File: config.mk
export PLATFORM = sky130hd
export DESIGN_NAME = lb_store_format
export DESIGN_NICKNAME = d
export VERILOG_FILES = /design/src/hw/lb_mem_pkg.sv /design/src/hw/lb_store_format.sv
export SDC_FILE = /design/constraint.sdc
export NUM_CORES = 1
export LEC_CHECK = 0
export ABC_CLOCK_PERIOD_IN_PS = 1300
export BUFFER_PORTS_ARGS = -buffer_cell sky130_fd_sc_hd__buf_2
export CORE_MARGIN = 4
export CORE_UTILIZATION = 29
export DETAILED_ROUTE_END_ITERATION = 16
export GPL_ROUTABILITY_DRIVEN = 0
export PLACE_DENSITY = 0.78
export SYNTH_ARGS = -nofsm -noshare
export SYNTH_HDL_FRONTEND = slang
export SYNTH_SLANG_ARGS = --single-unit
File: constraint.sdc
create_clock -name vclk -period 1.3
set_clock_uncertainty 0.1 [all_clocks]
set_input_delay 0 -clock vclk [all_inputs]
set_output_delay 0 -clock vclk [all_outputs]
set_load 0.02 [all_outputs]
File: src/hw/lb_mem_pkg.sv
`default_nettype none

package lb_mem_pkg;

  typedef logic [31:0] word_t;   // data word.
  typedef logic [31:0] addr_t;   // byte address.
  typedef logic [3:0]  strb_t;   // one bit per byte lane.
  typedef logic [2:0]  funct_t;  // rv32 load/store funct3.
  typedef logic [0:0]  axi_id_t;
  typedef logic [1:0]  resp_t;

  // loads
  localparam funct_t FUNCT3_LB  = 3'b000;
  localparam funct_t FUNCT3_LH  = 3'b001;
  localparam funct_t FUNCT3_LW  = 3'b010;
  localparam funct_t FUNCT3_LBU = 3'b100;
  localparam funct_t FUNCT3_LHU = 3'b101;

  // stores
  localparam funct_t FUNCT3_SB  = 3'b000;
  localparam funct_t FUNCT3_SH  = 3'b001;
  localparam funct_t FUNCT3_SW  = 3'b010;

  localparam axi_id_t AXI_ID_I = 1'b0;  // instruction fetch.
  localparam axi_id_t AXI_ID_D = 1'b1;  // data access.

  localparam resp_t RESP_OKAY = 2'b00;

  typedef struct packed {
    axi_id_t id;
    addr_t   addr;
  } axi_aw_t;

  typedef struct packed {
    axi_id_t id;
    addr_t   addr;
  } axi_ar_t;

  typedef struct packed {
    word_t data;
    strb_t strb;
  } axi_w_t;

  typedef struct packed {
    axi_id_t id;
    resp_t   resp;
  } axi_b_t;

  typedef struct packed {
    axi_id_t id;
    word_t   data;
    resp_t   resp;
  } axi_r_t;

endpackage

`default_nettype wire

File: src/hw/lb_store_format.sv
`default_nettype none

module lb_store_format (
  input  lb_mem_pkg::funct_t i_funct,
  input  logic [1:0]         i_addr_lo,
  input  lb_mem_pkg::word_t  i_data,
  output lb_mem_pkg::strb_t  o_strb,
  output lb_mem_pkg::word_t  o_wdata
);

  always_comb begin
    o_strb  = '0;
    o_wdata = i_data;
    case (i_funct)
      lb_mem_pkg::FUNCT3_SB: begin
        o_strb  = lb_mem_pkg::strb_t'(4'b0001 << i_addr_lo);
        o_wdata = {4{i_data[7:0]}};  // byte on every lane.
      end
      lb_mem_pkg::FUNCT3_SH: begin
        o_strb  = i_addr_lo[1] ? 4'b1100 : 4'b0011;
        o_wdata = {2{i_data[15:0]}};
      end
      lb_mem_pkg::FUNCT3_SW: begin
        o_strb  = 4'b1111;
      end
      default: begin
        o_strb  = '0;  // not a store.
      end
    endcase
  end

endmodule

`default_nettype wire

* After elaboration in Yosys (flattened, before gate mapping)
Cells that the tools add are included.
Cells by class: muxes and demuxes 3, reduce and logical (&&, ||, !) cells 1, eq/ne operators 2, shifts and indexed selects 1
Operator list (number):
- $pmux 32 s2 | 1
- $pmux 4 s3 | 1
- $mux 4 | 1
- $shl 1x2->4 const A | 1
- $eq 3x1->1 const B | 1
- $eq 3x2->1 const B | 1
- $logic_not 3->1 | 1
Word-level totals: logic and storage cells 7, bits in registers 0

* Longest topological paths before layout
depth in word-level cells 2, mapped depth 5, gate-level depth less buffers 3

* Least setup slack after synthesis
No wires, ideal clock.
kind input port to output port, start point in i_funct[1], end point out o_wdata[14], path slack 0.316 ns, arrival time 0.884 ns, stages 3, cells stage by stage buf_6 -> nor3_4 -> mux2_1
Between the ends: word-level cells in the longest chain between the ends 2
RTL lines:
- start: declaration | line lb_store_format.sv:4 | input lb_mem_pkg::funct_t i_funct,
- $eq 3x1->1 / $logic_not 3->1 (equally long branches) | line lb_store_format.sv:14 | case (i_funct)
- $pmux 32 s2 * | line lb_store_format.sv:14
- end: declaration | line lb_store_format.sv:8 | output lb_mem_pkg::word_t o_wdata
Every way passes the cells marked *; elsewhere a longest branch is shown, timed or not.

* Final worst setup path
start point in i_funct[1], end point out o_wdata[13]
The elaborated chain is that of the path after synthesis.

==> summary.md <==
| Metric | Value |
|---|---|
| Status | complete, no violations |
| Initial core utilization | 0.319 |
| Initial antenna violation count | 0 |
| Slew HR | 0.882 |
| Die X | 49.6 microns |
| Synth Net Count | 103 |
| Ports | 73 |
| CP arrival | 1.00 ns |
| Peak Freq | between 900 and 1000 MHz |
| Cts-stage hold buffer count | 0 |
| Hold path start | i_data[1] |
| Post-synthesis instance area | 503 sq um |
| Switching part of the total | 0.572 |
| Routed vias | 711 |
| Ranking of synthesized cells by area | mux2_2 (31%), mux2i_1 (16%), a21oi_1 (12%) |
| Placed cell area | 845 sq um |
| Yosys warning total | 0 |
| Sequential cell area | 0 sq um |
| Setup violators final | 0 |
| Setup crit start | i_funct[1] |
| Most numerous cell in the Yosys netlist | mux2_2 |
| Share of Yosys cell area claimed by the top area cell type | 0.313 |
| Vias per inst | 4.84 |
| Overall Global Routing Usage | 0.146 |
| Reg power frac | 0 |
| Buffers on Ports | 73 |
| Hpwl dp | 1.60 mm |
| Clock Power Share | 0 |
| Slew Limit Fails | 0 |
| Fin crit share | 0.846 |
| Synth cell count leaders | mux2_2 (14), a21oi_1 (12), nor2_1 (10) |
| Setup TNS | 0 ns |
| Core Util, Final | 0.536 |
| Antenna violation net count after detailed routing | 0 |
| Remaining global-route overflow | 0 |
| Part of the power in combinational logic | 1.000 |
| Startpoint Class | input pin |
| Fin crit period | around 1.1 ns |
| DRC errors left | 0 |
| Design area | 845 sq um |
| NetSw | roughly 0.22 mW |
| Final net count | 170 |
| Area leader, netlist | mux2_2 |
| Postcts setup bufs | 0 |
| Sequential element share of the synthesized area | 0 |
| Lkg Pwr | 0.485 nW |
| Drt pass-1 iters | 4 |
| Unrepaired setup endpoints after global routing | false |
| DR iter-0 viols | 1 |
| CTS resizes | 0 |
| Post-synthesis area per instance | 7.62 sq um |
| Largest net degree at the start of global routing | 25 |
| PwrDens | approximately 460 mW/mm^2 |
| Worst Path Required | 1.20 ns |
| # rows | 14 |
| Cell variety after synth | 14 |
| Min-Delay Path Class | input pin to output pin |
| Diode count | 0 |
| Internal power | about 0.16 mW |
| Number of max-cap violations | 0 |
| Vias in the first global route | 729 |
| Die area | 0.00246 sq mm |
| Filler Cells Inserted | 159 |
| Actual slew at the worst max-slew pin | 0.177 ns |
| Avg WL per Cell | 12.7 microns |
| Final hold violations | 0 |
| Peak VDD IR | roughly 0.17 mV |
| Die Y | 49.6 microns |
| Syn Inst Count | between 60 and 70 |
| Core area | 0.00158 sq mm |
| CLK BUF | 0 |
| Number of flip-flops and latches | 0 |
| Crit. End Element | output pin |
| First-pass GRT wire length | 3.02 mm |
| Crit Path Max Fanout | 6 |
| Fraction of layout cells with a size suffix above 1 | 0.710 |
| Routed WL | 1.86 mm |
| Syn-to-layout area delta | 67.9% |
| Crit Path Class | input pin to output pin |
## per-stage QoR
stage / hold slack (ns) / total power [mW] / instances / setup WS, ns
final: 0.156 / 0.385 / 147 / 0.200
after global routing: 0.175 / 0.417 / 147 / 0.150
after CTS: 0.160 / 0.388 / 147 / 0.189
after detailed placement: 0.161 / 0.386 / 147 / 0.194
after global placement: 0.155 / 0.377 / 147 / 0.210
after floorplan: 0.0126 / 0.243 / 66 / 0.316
## cell families after synthesis
group / count (synthesis) / share of synthesized area
AO/OA/AOI/OAI: 15 / 0.154
AND/OR/NAND/NOR: 13 / 0.142
buffers and inverters: 14 / 0.187
multiplexers: 24 / 0.517
## power groups by stage
stage | sequential, mW | combinational, mW | clock (mW)
2_1_floorplan | 0 | 0.243 | 0
3_3_place_gp | 0 | 0.377 | 0
3_5_place_dp | 0 | 0.386 | 0
4_1_cts | 0 | 0.388 | 0
5_1_grt | 0 | 0.417 | 0
6_report | 0 | 0.385 | 0
## layer usage
| metal | global-route usage | vias to the layer above | part of all wire |
|---|---|---|---|
| met4 | 0.00922 | 0 | 0 |
| met5 | 0 | - | 0 |
| met2 | 0.313 | 41 | 0.53 |
| met3 | 0.0361 | 0 | 0.11 |
| li1 | - | 358 | - |
| met1 | 0.140 | 312 | 0.35 |
## placed cells by master (no fill, tap or decap)
| master | netlist | final |
|---|---|---|
| nor3_4 | 1 | 1 |
| a21oi_1 | 12 | 12 |
| mux2i_1 | 8 | 8 |
| inv_1 | 2 | 2 |
| nand2b_1 | 1 | 1 |
| mux2_2 | 14 | 14 |
| buf_4 | 8 | 3 |
| nor2_4 | 1 | 1 |
| mux2_1 | 2 | 2 |
| nor2_1 | 10 | 10 |
| a21o_1 | 1 | 1 |
| o21ai_0 | 2 | 2 |
| buf_2 | 3 | 73 |
| buf_12 | 0 | 1 |
## worst max-delay path: stages
cell and delay, ns:
buf_2 0.15, nor3_4 0.19, buf_4 0.16, mux2_2 0.33
buf_2 0.16
## cell type report
cell class / count / area (sq um) / share of cell area
multi-input cells: 52 / 409 / 0.484
repair buffers: 77 / 408 / 0.483
well taps: 16 / 20.0 / 0.0237
inverters: 2 / 7.51 / 0.00889
## final timing paths
kind | to | cells past startpoint
hold / removal | o_wdata[1] | 2
setup / recovery | o_wdata[13] | 5
Note: power is estimated with default switching activity, not from simulation.
