### config.mk
export PLATFORM = sky130hd
export DESIGN_NAME = lb_load_extract
export DESIGN_NICKNAME = d
export VERILOG_FILES = /design/src/hw/lb_mem_pkg.sv /design/src/hw/lb_load_extract.sv
export SDC_FILE = /design/constraint.sdc
export NUM_CORES = 1
export LEC_CHECK = 0
export BUFFER_PORTS_ARGS = -buffer_cell sky130_fd_sc_hd__buf_2
export CORE_MARGIN = 2
export CORE_UTILIZATION = 40
export DETAILED_ROUTE_END_ITERATION = 16
export PLACE_DENSITY = 0.83
export SLEW_MARGIN = 20
export SYNTH_ARGS = -nofsm -noshare
export SYNTH_HDL_FRONTEND = slang
export SYNTH_SLANG_ARGS = --single-unit
### constraint.sdc
create_clock -name vclk -period 1
set_input_delay 0.05 -clock vclk [all_inputs]
set_output_delay 0.05 -clock vclk [all_outputs]
set_load 0.05 [all_outputs]
### src/hw/lb_mem_pkg.sv
`default_nettype none

package lb_mem_pkg;

  typedef logic [31:0] word_t;   // data word.
  typedef logic [31:0] addr_t;   // byte address.
  typedef logic [3:0]  strb_t;   // one bit per byte lane.
  typedef logic [2:0]  funct_t;  // rv32 load/store funct3.
  typedef logic [0:0]  axi_id_t;
  typedef logic [1:0]  resp_t;

  // loads
  localparam funct_t FUNCT3_LB  = 3'b000;
  localparam funct_t FUNCT3_LH  = 3'b001;
  localparam funct_t FUNCT3_LW  = 3'b010;
  localparam funct_t FUNCT3_LBU = 3'b100;
  localparam funct_t FUNCT3_LHU = 3'b101;

  // stores
  localparam funct_t FUNCT3_SB  = 3'b000;
  localparam funct_t FUNCT3_SH  = 3'b001;
  localparam funct_t FUNCT3_SW  = 3'b010;

  localparam axi_id_t AXI_ID_I = 1'b0;  // instruction fetch.
  localparam axi_id_t AXI_ID_D = 1'b1;  // data access.

  localparam resp_t RESP_OKAY = 2'b00;

  typedef struct packed {
    axi_id_t id;
    addr_t   addr;
  } axi_aw_t;

  typedef struct packed {
    axi_id_t id;
    addr_t   addr;
  } axi_ar_t;

  typedef struct packed {
    word_t data;
    strb_t strb;
  } axi_w_t;

  typedef struct packed {
    axi_id_t id;
    resp_t   resp;
  } axi_b_t;

  typedef struct packed {
    axi_id_t id;
    word_t   data;
    resp_t   resp;
  } axi_r_t;

endpackage

`default_nettype wire

### src/hw/lb_load_extract.sv
`default_nettype none

module lb_load_extract (
  input  lb_mem_pkg::funct_t i_funct,
  input  logic [1:0]         i_addr_lo,
  input  lb_mem_pkg::word_t  i_rdata,
  output lb_mem_pkg::word_t  o_word
);

  logic [7:0]  byte_sel;
  logic [15:0] half_sel;

  always_comb begin
    case (i_addr_lo)
      2'b00:   byte_sel = i_rdata[7:0];
      2'b01:   byte_sel = i_rdata[15:8];
      2'b10:   byte_sel = i_rdata[23:16];
      default: byte_sel = i_rdata[31:24];
    endcase
  end

  assign half_sel = i_addr_lo[1] ? i_rdata[31:16] : i_rdata[15:0];

  always_comb begin
    case (i_funct)
      lb_mem_pkg::FUNCT3_LB: begin
        o_word = {{24{byte_sel[7]}}, byte_sel};
      end
      lb_mem_pkg::FUNCT3_LBU: begin
        o_word = {24'd0, byte_sel};
      end
      lb_mem_pkg::FUNCT3_LH: begin
        o_word = {{16{half_sel[15]}}, half_sel};
      end
      lb_mem_pkg::FUNCT3_LHU: begin
        o_word = {16'd0, half_sel};
      end
      default: begin
        o_word = i_rdata;  // lw and fetch.
      end
    endcase
  end

endmodule

`default_nettype wire

==> flow_metrics.env, run 1 <==
export IMPL_post_place_cells=271
export IMPL_count_of_mapped_cells_out_of_synthesis=133
export IMPL_die_h_um=53.2
export IMPL_synthesis_warnings=0
export IMPL_post_synth_top_area_fraction=0.190
export IMPL_floorplan_initialDensity=0.430
export IMPL_globalplace_congestion=0.861
export IMPL_status="did not finish"
export IMPL_io_pins=69
export IMPL_flow_stopped_at="clock tree synthesis (4_1_cts)"
export IMPL_cts_hold_repair_buffers=0
export IMPL_row_count=17
export IMPL_fp_dieW_um=53.2
export IMPL_synth_top_area_cell="mux4_1"
export IMPL_post_cts_buffers=7
export IMPL_dp_hpwl_um=4560
export IMPL_io_buffer_count=69
export IMPL_synth_area_top_cells="mux4_1 19%, nor2_1 10%, o22ai_1 10%, a21oi_1 7.7%, buf_6 7.0%"
export IMPL_firstError="[ERROR DPL-0038] Utilization greater than 100%, impossible to legalize"
export IMPL_synth_unique_cells=26
export IMPL_synth_fp_nets=170
export IMPL_post_synth_instance_area_sq_um=970
export IMPL_postPlaceCellArea_sq_um=2130
export IMPL_postSynthAreaPerCell_sq_um=7.29
export IMPL_post_cts_resize_count=106
export IMPL_synth_seq_area_share=0
export IMPL_place_worst_setup_slack_ps=-473
synth_stat cells, types with 3 or more instances:
master and count:
a21oi_1 15, a311oi_1 7, buf_2 5, buf_6 6, inv_1 8, mux4_1 7, nand2_1 7, nor2_1 27
nor2b_1 10, o221ai_1 3, o221ai_2 4, o22ai_1 16
through the flow:
step | setup TNS (ps) | utilization
2_1_floorplan | -7400 | -
3_3_place_gp | -10960 | 0.943
3_5_place_dp | -12390 | 0.943
kinds of logic after synthesis:
logic type / after synthesis / synth area share
compound gates: 51 / 0.396
buf+inv: 25 / 0.154
mux: 11 / 0.241
simple gates: 46 / 0.209
==> run 2, diff against run 1 <==
Settings changed: CORE_AREA set to 2 2 63 65, CORE_MARGIN 2 to not set, CORE_UTILIZATION 40 to not set, DIE_AREA set to 0 0 65 67, PLACE_DENSITY 0.83 to not set, PLACE_DENSITY_LB_ADDON set to 0.15.
Clock period 1 ns to 1.3 ns, I/O delays scaled along.
==> flow_metrics.env, run 2 <==
export IMPL_status="finished, violations left"
export IMPL_failed_checks="setup timing"
export IMPL_row_count=22
export IMPL_min_path_type="input pin to output pin"
export IMPL_power_static_leakage_nw=0.958
export IMPL_die_h_um=67
export IMPL_layout_clock_buffers=0
export IMPL_period_needed_ps=1320
export IMPL_synth_unique_cells=26
export IMPL_synth_compound_area_share=0.396
export IMPL_detail_route_vias_per_cell=5.45
export IMPL_pin_count_of_the_biggest_net_entering_global_routing=18
export IMPL_synth_simple_area_share=0.209
export IMPL_final_cell_mix="38 x buf_2, 33 x buf_4, 25 x buf_6"
export IMPL_max_freq_mhz=757
export IMPL_postSynthAreaPerCell_sq_um=7.29
export IMPL_ff_latch_area_sq_um=0
export IMPL_synth_top_family_by_area="compound AO/OA/AOI/OAI gates"
export IMPL_worst_setup_path_end_kind="output pin"
export IMPL_post_drt_wl_per_cell_um=16.5
export IMPL_power_per_cell_area_nw_per_um2=590
export IMPL_type_of_the_worst_setup_path="input pin to output pin"
export IMPL_swShare=0.582
export IMPL_io_buffer_count=69
export IMPL_synth_fp_nets=170
export IMPL_design_final_nets=267
export IMPL_coreArea_sq_um=3610
export IMPL_io_pins=69
export IMPL_n_sequential_cell=0
export IMPL_drtIter0Drc=67
export IMPL_timing_max_transition_violations_final=0
export IMPL_stdcell_area_sq_um=2190
export IMPL_timing_critical_path_from_type="input pin"
export IMPL_first_global_vias=1509
export IMPL_grt_first_pass_wirelength_um=7190
export IMPL_cts_hold_repair_buffers=0
export IMPL_track_usage=0.207
export IMPL_p_int_mw=0.540
export IMPL_residual_drc=0
export IMPL_min_to="o_word[8]"
export IMPL_synth_area_top_cells="mux4_1 19%, nor2_1 10%, o22ai_1 10%, a21oi_1 7.7%, buf_6 7.0%"
export IMPL_area_delta_synth_final_pct=126
export IMPL_final_antenna_net_count=0
export IMPL_globalplace_congestion=0.806
export IMPL_postRouteWirelength_um=4570
export IMPL_grt_setup_unrepaired="yes"
export IMPL_synth_area_mux_share=0.241
export IMPL_fp_dieW_um=65
export IMPL_layout_drive_gt1_share=0.693
export IMPL_dp_hpwl_um=3210
export IMPL_synth_top_area_cell="mux4_1"
export IMPL_antenna_violations_before_repair=0
export IMPL_worst_min_path_start="i_rdata[8]"
export IMPL_post_synth_most_frequent_cells="27 x nor2_1, 16 x o22ai_1, 15 x a21oi_1"
export IMPL_power_switching_mw=0.751
export IMPL_post_synth_top_area_fraction=0.190
export IMPL_count_of_mapped_cells_out_of_synthesis=133
export IMPL_tightestPinTransition_ps=397
export IMPL_die_area_sq_um=4360
export IMPL_power_clock_fraction=0
export IMPL_critical_path_peak_fanout=4
export IMPL_final_hold_viol_count=0
export IMPL_setup_ws_ps=-20.4
export IMPL_worstHoldPathCells=4
export IMPL_postPlaceCellArea_sq_um=1760
export IMPL_synthesis_warnings=0
export IMPL_first_pass_iters=4
export IMPL_vias=1504
export IMPL_critical_path_required_ps=1240
export IMPL_post_route_util=0.607
export IMPL_critical_path_arrival_ps=1260
export IMPL_combinational_share_of_power=1.000
export IMPL_final_period_utilization=1.02
export IMPL_synthMostInstantiatedCell="nor2_1"
export IMPL_power_frac_seq=0
export IMPL_power_ir_vdd_worst_uv=294
export IMPL_post_synth_instance_area_sq_um=970
export IMPL_timing_slew_headroom=0.735
export IMPL_floorplan_initialDensity=0.269
export IMPL_layout_cells_most_common="buf_2"
export IMPL_finalSetupViolCount=4
export IMPL_synth_xor_xnor_area_share=0
export IMPL_post_synthesis_adder_cell_area_fraction=0
export IMPL_synth_seq_area_share=0
export IMPL_insertedDiodeCount=0
export IMPL_reported_max_cap_violation_count=0
export IMPL_overflow_left_after_global_routing=0
run 2: area by class of cell:
| cell class | instances | area (sq um) |
|---|---|---|
| tap | 48 | 60.1 |
| multi-input combinational | 108 | 1120 |
| timing repair buffer | 110 | 970 |
| inverter | 10 | 37.5 |
| fill | 319 | 1420 |
run 2: cells by family after synthesis:
kind of cell           count (synthesis)
AOI/OAI and AO/OA                     51
buffers and inverters                 25
muxes                                 11
and+or+nand+nor                       46
run 2: worst max path at each step:
stage	startpoint	endpoint	slack, ps
floorplan	i_funct[1]	o_word[31]	-190
global placement	i_addr_lo[1]	o_word[1]	-80
detailed placement	i_addr_lo[0]	o_word[9]	-120
CTS	i_addr_lo[1]	o_word[2]	-30
global route	i_addr_lo[1]	o_word[6]	-50
finish	i_addr_lo[0]	o_word[12]	-20
run 2: what timing repair did:
action | in CTS | in global routing
buffers inserted | 10 | 0
cloned | 1 | 1
endpoints found under the setup margin | 32 | 29
gates resized for setup | 72 | 24
endpoints found under the hold margin | 0 | 0
pin swaps | 8 | 8
run 2: power groups by stage:
stage          clock (mW)  sequential [mW]  combinational (mW)
5_1_grt                 0                0                1.35
4_1_cts                 0                0                1.24
3_3_place_gp            0                0                1.03
3_5_place_dp            0                0                1.04
6_report                0                0                1.29
2_1_floorplan           0                0               0.727
run 2: worst max-delay path, cell delays in order:
cell       delay (ps)
buf_12            110
mux2_4            310
a22oi_4           210
buf_6             150
clkbuf_16         140
o221ai_2          100
buf_6             170
run 2: through the flow:
stage | setup TNS [ps] | power, mW | hold slack, ps | std cells | worst slack (ps)
after global routing | -308 | 1.35 | 541 | 276 | -45.5
after CTS | -148 | 1.24 | 502 | 276 | -34.6
after floorplan | -2700 | 0.727 | 282 | 133 | -191
after global placement | -1660 | 1.03 | 582 | 266 | -83.5
after detailed placement | -2840 | 1.04 | 588 | 266 | -120
final | -55.2 | 1.29 | 515 | 276 | -20.4
run 2: metal layers:
layer / GRT usage / wire [um]
met2: 0.370 / 2140
met5: 0 / 0
met1: 0.279 / 2090
met4: 0.0346 / 56
met3: 0.00845 / 274
Note: power is estimated with default switching activity, not from simulation.
==> run 3, diff against run 2 <==
Settings changed: PLACE_DENSITY set to 0.64, PLACE_DENSITY_LB_ADDON 0.15 to not set.
==> flow_metrics.env, run 3 (same netlist as run 2, synthesis figures left out) <==
export IMPL_status="finished, violations left"
export IMPL_failed_checks="setup timing"
export IMPL_detail_route_vias_per_cell=5.57
export IMPL_slowest_stage_delay_cp_ps=310
export IMPL_pin_count_of_the_biggest_net_entering_global_routing=20
export IMPL_place_worst_setup_slack_ps=-142
export IMPL_cts_hold_repair_buffers=0
export IMPL_globalplace_congestion=0.859
export IMPL_grt_first_pass_wirelength_um=6850
export IMPL_post_drt_wl_per_cell_um=19.4
export IMPL_floorplan_initialDensity=0.269
export IMPL_min_path_type="input pin to output pin"
export IMPL_period_needed_ps=1320
export IMPL_cp_slowest_cell="mux2_4"
export IMPL_drtIter0Drc=149
export IMPL_power_ir_vdd_worst_uv=266
export IMPL_first_global_vias=1374
export IMPL_first_pass_iters=4
export IMPL_final_period_utilization=1.02
export IMPL_grt_met3_usage=0.00338
export IMPL_postRouteWirelength_um=5330
export IMPL_series_of_cell_instances_along_the_critical_path="buf_8, mux2_4, a22oi_4, buf_8, o221ai_4, buf_6"
export IMPL_layout_drive_gt1_share=0.718
export IMPL_layout_cells_most_common="buf_6"
export IMPL_antenna_violations_before_repair=0
export IMPL_io_pins=69
export IMPL_power_per_cell_area_nw_per_um2=598
export IMPL_critical_path_arrival_ps=1260
export IMPL_row_count=22
export IMPL_post_route_util=0.625
export IMPL_design_final_nets=266
export IMPL_grt_setup_unrepaired="yes"
export IMPL_final_cell_mix="41 x buf_6, 35 x buf_2, 22 x buf_4"
export IMPL_timing_critical_path_from_type="input pin"
export IMPL_layout_clock_buffers=0
export IMPL_track_usage=0.198
export IMPL_grt_util_met2=0.353
export IMPL_power_static_leakage_nw=0.974
export IMPL_worst_setup_path_end_kind="output pin"
export IMPL_coreArea_sq_um=3610
export IMPL_die_h_um=67
export IMPL_critical_path_required_ps=1240
export IMPL_gr_usage_met1=0.274
export IMPL_tightestPinTransition_ps=803
export IMPL_insertedDiodeCount=0
export IMPL_max_freq_mhz=755
export IMPL_top_usage_layer_grt="met2"
export IMPL_finalSetupViolCount=12
export IMPL_fp_dieW_um=65
export IMPL_ff_latch_area_sq_um=0
export IMPL_timing_max_transition_violations_final=0
export IMPL_final_hold_viol_count=0
export IMPL_dp_hpwl_um=3200
export IMPL_type_of_the_worst_setup_path="input pin to output pin"
export IMPL_area_delta_synth_final_pct=133
export IMPL_vias=1531
export IMPL_setup_ws_ps=-23.9
export IMPL_residual_drc=0
export IMPL_critical_path_peak_fanout=8
export IMPL_n_sequential_cell=0
export IMPL_die_area_sq_um=4360
export IMPL_reported_max_cap_violation_count=0
export IMPL_overflow_left_after_global_routing=0
export IMPL_final_antenna_net_count=0
export IMPL_timing_slew_headroom=0.464
export IMPL_most_prevalent_standard_cell_on_the_critical_path="buf_8"
export IMPL_io_buffer_count=69
==> run 3: changes by cell type in the layout (fill, tap and decap cells not counted), sizes merged <==
| cell | previous run | this run |
|---|---|---|
| clkinvlp | 0 | 1 |
| buf | 107 | 106 |
| clkinv | 1 | 0 |
==> run 3: power by group <==
part | switching [mW] | internal, mW | total (mW)
combinational | 0.784 | 0.564 | 1.35
sequential | 0 | 0 | 0
clock | 0 | 0 | 0
==> run 3: repair_timing <==
action,CTS,global route
gates cloned,1,3
pin swaps,3,3
setup endpoints to repair,32,32
buffers inserted,6,5
gates resized for setup,81,42
==> run 3: stage by stage <==
stage / hold slack [ps] / instance area (sq um) / total power [mW] / setup TNS (ps) / instances
2_1_floorplan: 282 / 1140 / 0.727 / -2700 / 133
3_3_place_gp: 581 / 1690 / 1.01 / -5280 / 262
3_5_place_dp: 586 / 1690 / 1.01 / -3310 / 262
4_1_cts: 513 / 2010 / 1.22 / -1320 / 269
5_1_grt: 543 / 2250 / 1.40 / -739 / 275
6_report: 514 / 2250 / 1.35 / -101 / 275
==> run 3: path summary, 6_finish.rpt <==
kind                startpoint          to  slack, ps  cells past startpoint
setup / recovery  i_addr_lo[0]  o_word[12]        -20                      6
hold / removal      i_rdata[9]   o_word[9]        510                      4
==> run 3: metal layers <==
metal	up-vias	wire (um)
li1	703	-
met3	8	274
met5	-	0
met1	731	2180
met2	89	2810
met4	0	68
==> run 3: critical path: cells and delay by family <==
| kind | cells | cell delay, ps |
|---|---|---|
| AOI/OAI and AO/OA | 2 | 400 |
| buffers and inverters | 3 | 480 |
| muxes | 1 | 310 |
==> run 3: cell type report <==
cell class,count,area [sq um]
well taps,48,60.1
multi-input cells,108,1130
fillers,288,1350
inverters,10,41.3
repair buffers,109,1030
==> run 4, diff against run 3 <==
Clock period 1.3 ns to 1.35 ns, I/O delays scaled along.
==> flow_metrics.env, run 4 (same netlist as run 2, synthesis figures left out) <==
export IMPL_status="finished, violations left"
export IMPL_failed_checks="setup timing"
export IMPL_overflow_left_after_global_routing=0
export IMPL_max_freq_mhz=729
export IMPL_type_of_the_worst_setup_path="input pin to output pin"
export IMPL_pin_count_of_the_biggest_net_entering_global_routing=25
export IMPL_min_path_type="input pin to output pin"
export IMPL_first_global_vias=1324
export IMPL_timing_critical_path_from_type="input pin"
export IMPL_setup_tns_ps=-119
export IMPL_critical_path_arrival_ps=1300
export IMPL_track_usage=0.175
export IMPL_antenna_violations_before_repair=0
export IMPL_insertedDiodeCount=0
export IMPL_final_hold_viol_count=0
export IMPL_period_needed_ps=1370
export IMPL_design_final_nets=258
export IMPL_grt_first_pass_wirelength_um=6160
export IMPL_tightestPinTransition_ps=798
export IMPL_final_antenna_net_count=0
export IMPL_drtIter0Drc=40
export IMPL_place_worst_setup_slack_ps=-109
export IMPL_finalSetupViolCount=9
export IMPL_critical_path_required_ps=1280
export IMPL_power_static_leakage_nw=0.963
export IMPL_layout_drive_gt1_share=0.676
export IMPL_io_buffer_count=69
export IMPL_power_per_cell_area_nw_per_um2=573
export IMPL_io_pins=69
export IMPL_timing_slew_headroom=0.467
export IMPL_postPlaceCellArea_sq_um=1660
export IMPL_timing_max_transition_violations_final=0
export IMPL_floorplan_initialDensity=0.269
export IMPL_row_count=22
export IMPL_coreArea_sq_um=3610
export IMPL_final_cell_mix="35 x buf_6, 35 x buf_2, 21 x nor2_1"
export IMPL_reported_max_cap_violation_count=0
export IMPL_grt_setup_unrepaired="yes"
export IMPL_ff_latch_area_sq_um=0
export IMPL_n_sequential_cell=0
export IMPL_critical_path_peak_fanout=7
export IMPL_stdcell_area_sq_um=2250
export IMPL_globalplace_congestion=0.772
export IMPL_power_ir_vdd_worst_uv=308
export IMPL_postRouteWirelength_um=4760
export IMPL_post_drt_wl_per_cell_um=17.8
export IMPL_residual_drc=0
export IMPL_post_place_cells=261
export IMPL_area_delta_synth_final_pct=132
export IMPL_detail_route_vias_per_cell=5.48
export IMPL_final_period_utilization=1.02
export IMPL_dp_hpwl_um=3040
export IMPL_die_area_sq_um=4360
export IMPL_cts_hold_repair_buffers=0
export IMPL_setup_ws_ps=-21.7
export IMPL_fp_dieW_um=65
export IMPL_fin_total_pwr_mw=1.29
export IMPL_first_pass_iters=4
export IMPL_die_h_um=67
export IMPL_instances_no_fill=267
export IMPL_layout_clock_buffers=0
export IMPL_worst_setup_path_end_kind="output pin"
export IMPL_vias=1463
[run 4: cell types whose count changed in the layout (fill, tap and decap cells not counted), sizes merged]
cell / change
buf: -9
clkbuf: +1
[run 4: path summary, 6_finish.rpt]
kind | start | end | cells after the start
max | i_addr_lo[1] | o_word[31] | 7
min | i_rdata[11] | o_word[11] | 4
[run 4: power by group]
| group | total, mW | switching [mW] | internal [mW] |
|---|---|---|---|
| sequential | 0 | 0 | 0 |
| combinational | 1.29 | 0.744 | 0.546 |
| clock | 0 | 0 | 0 |
| total | 1.29 | 0.744 | 0.546 |
[run 4: per-layer routing]
layer,vias up,global-route usage,routed length (um)
met4,0,0.00266,0
met5,-,0,0
li1,690,-,-
met1,714,0.235,2000
met2,59,0.321,2480
met3,0,0.0118,289
[run 4: layout make-up]
class / instances / area [sq um]
Fill cell: 303 / 1360
Multi-Input combinational cell: 108 / 1160
Timing Repair Buffer: 101 / 985
Tap cell: 48 / 60.1
Inverter: 10 / 41.3
[run 4: timing repair]
item | 4_1_cts | 5_1_grt
pin swaps | 0 | 13
setup buffers | 0 | 1
gates resized for setup | 50 | 64
gates cloned | 0 | 5
endpoints found under the setup margin | 31 | 30
[run 4: through the flow]
stage / hold WS, ps / util
3_5_place_dp: 585 / 0.459
2_1_floorplan: 248 / -
4_1_cts: 515 / 0.501
5_1_grt: 524 / 0.624
6_report: 510 / 0.624
3_3_place_gp: 581 / 0.459
[run 4: worst max-delay path, cell delays in order]
cell	delay [ps]
buf_12	110
buf_6	110
mux2i_1	110
o31a_1	390
buf_12	180
o22ai_4	150
buf_6	180
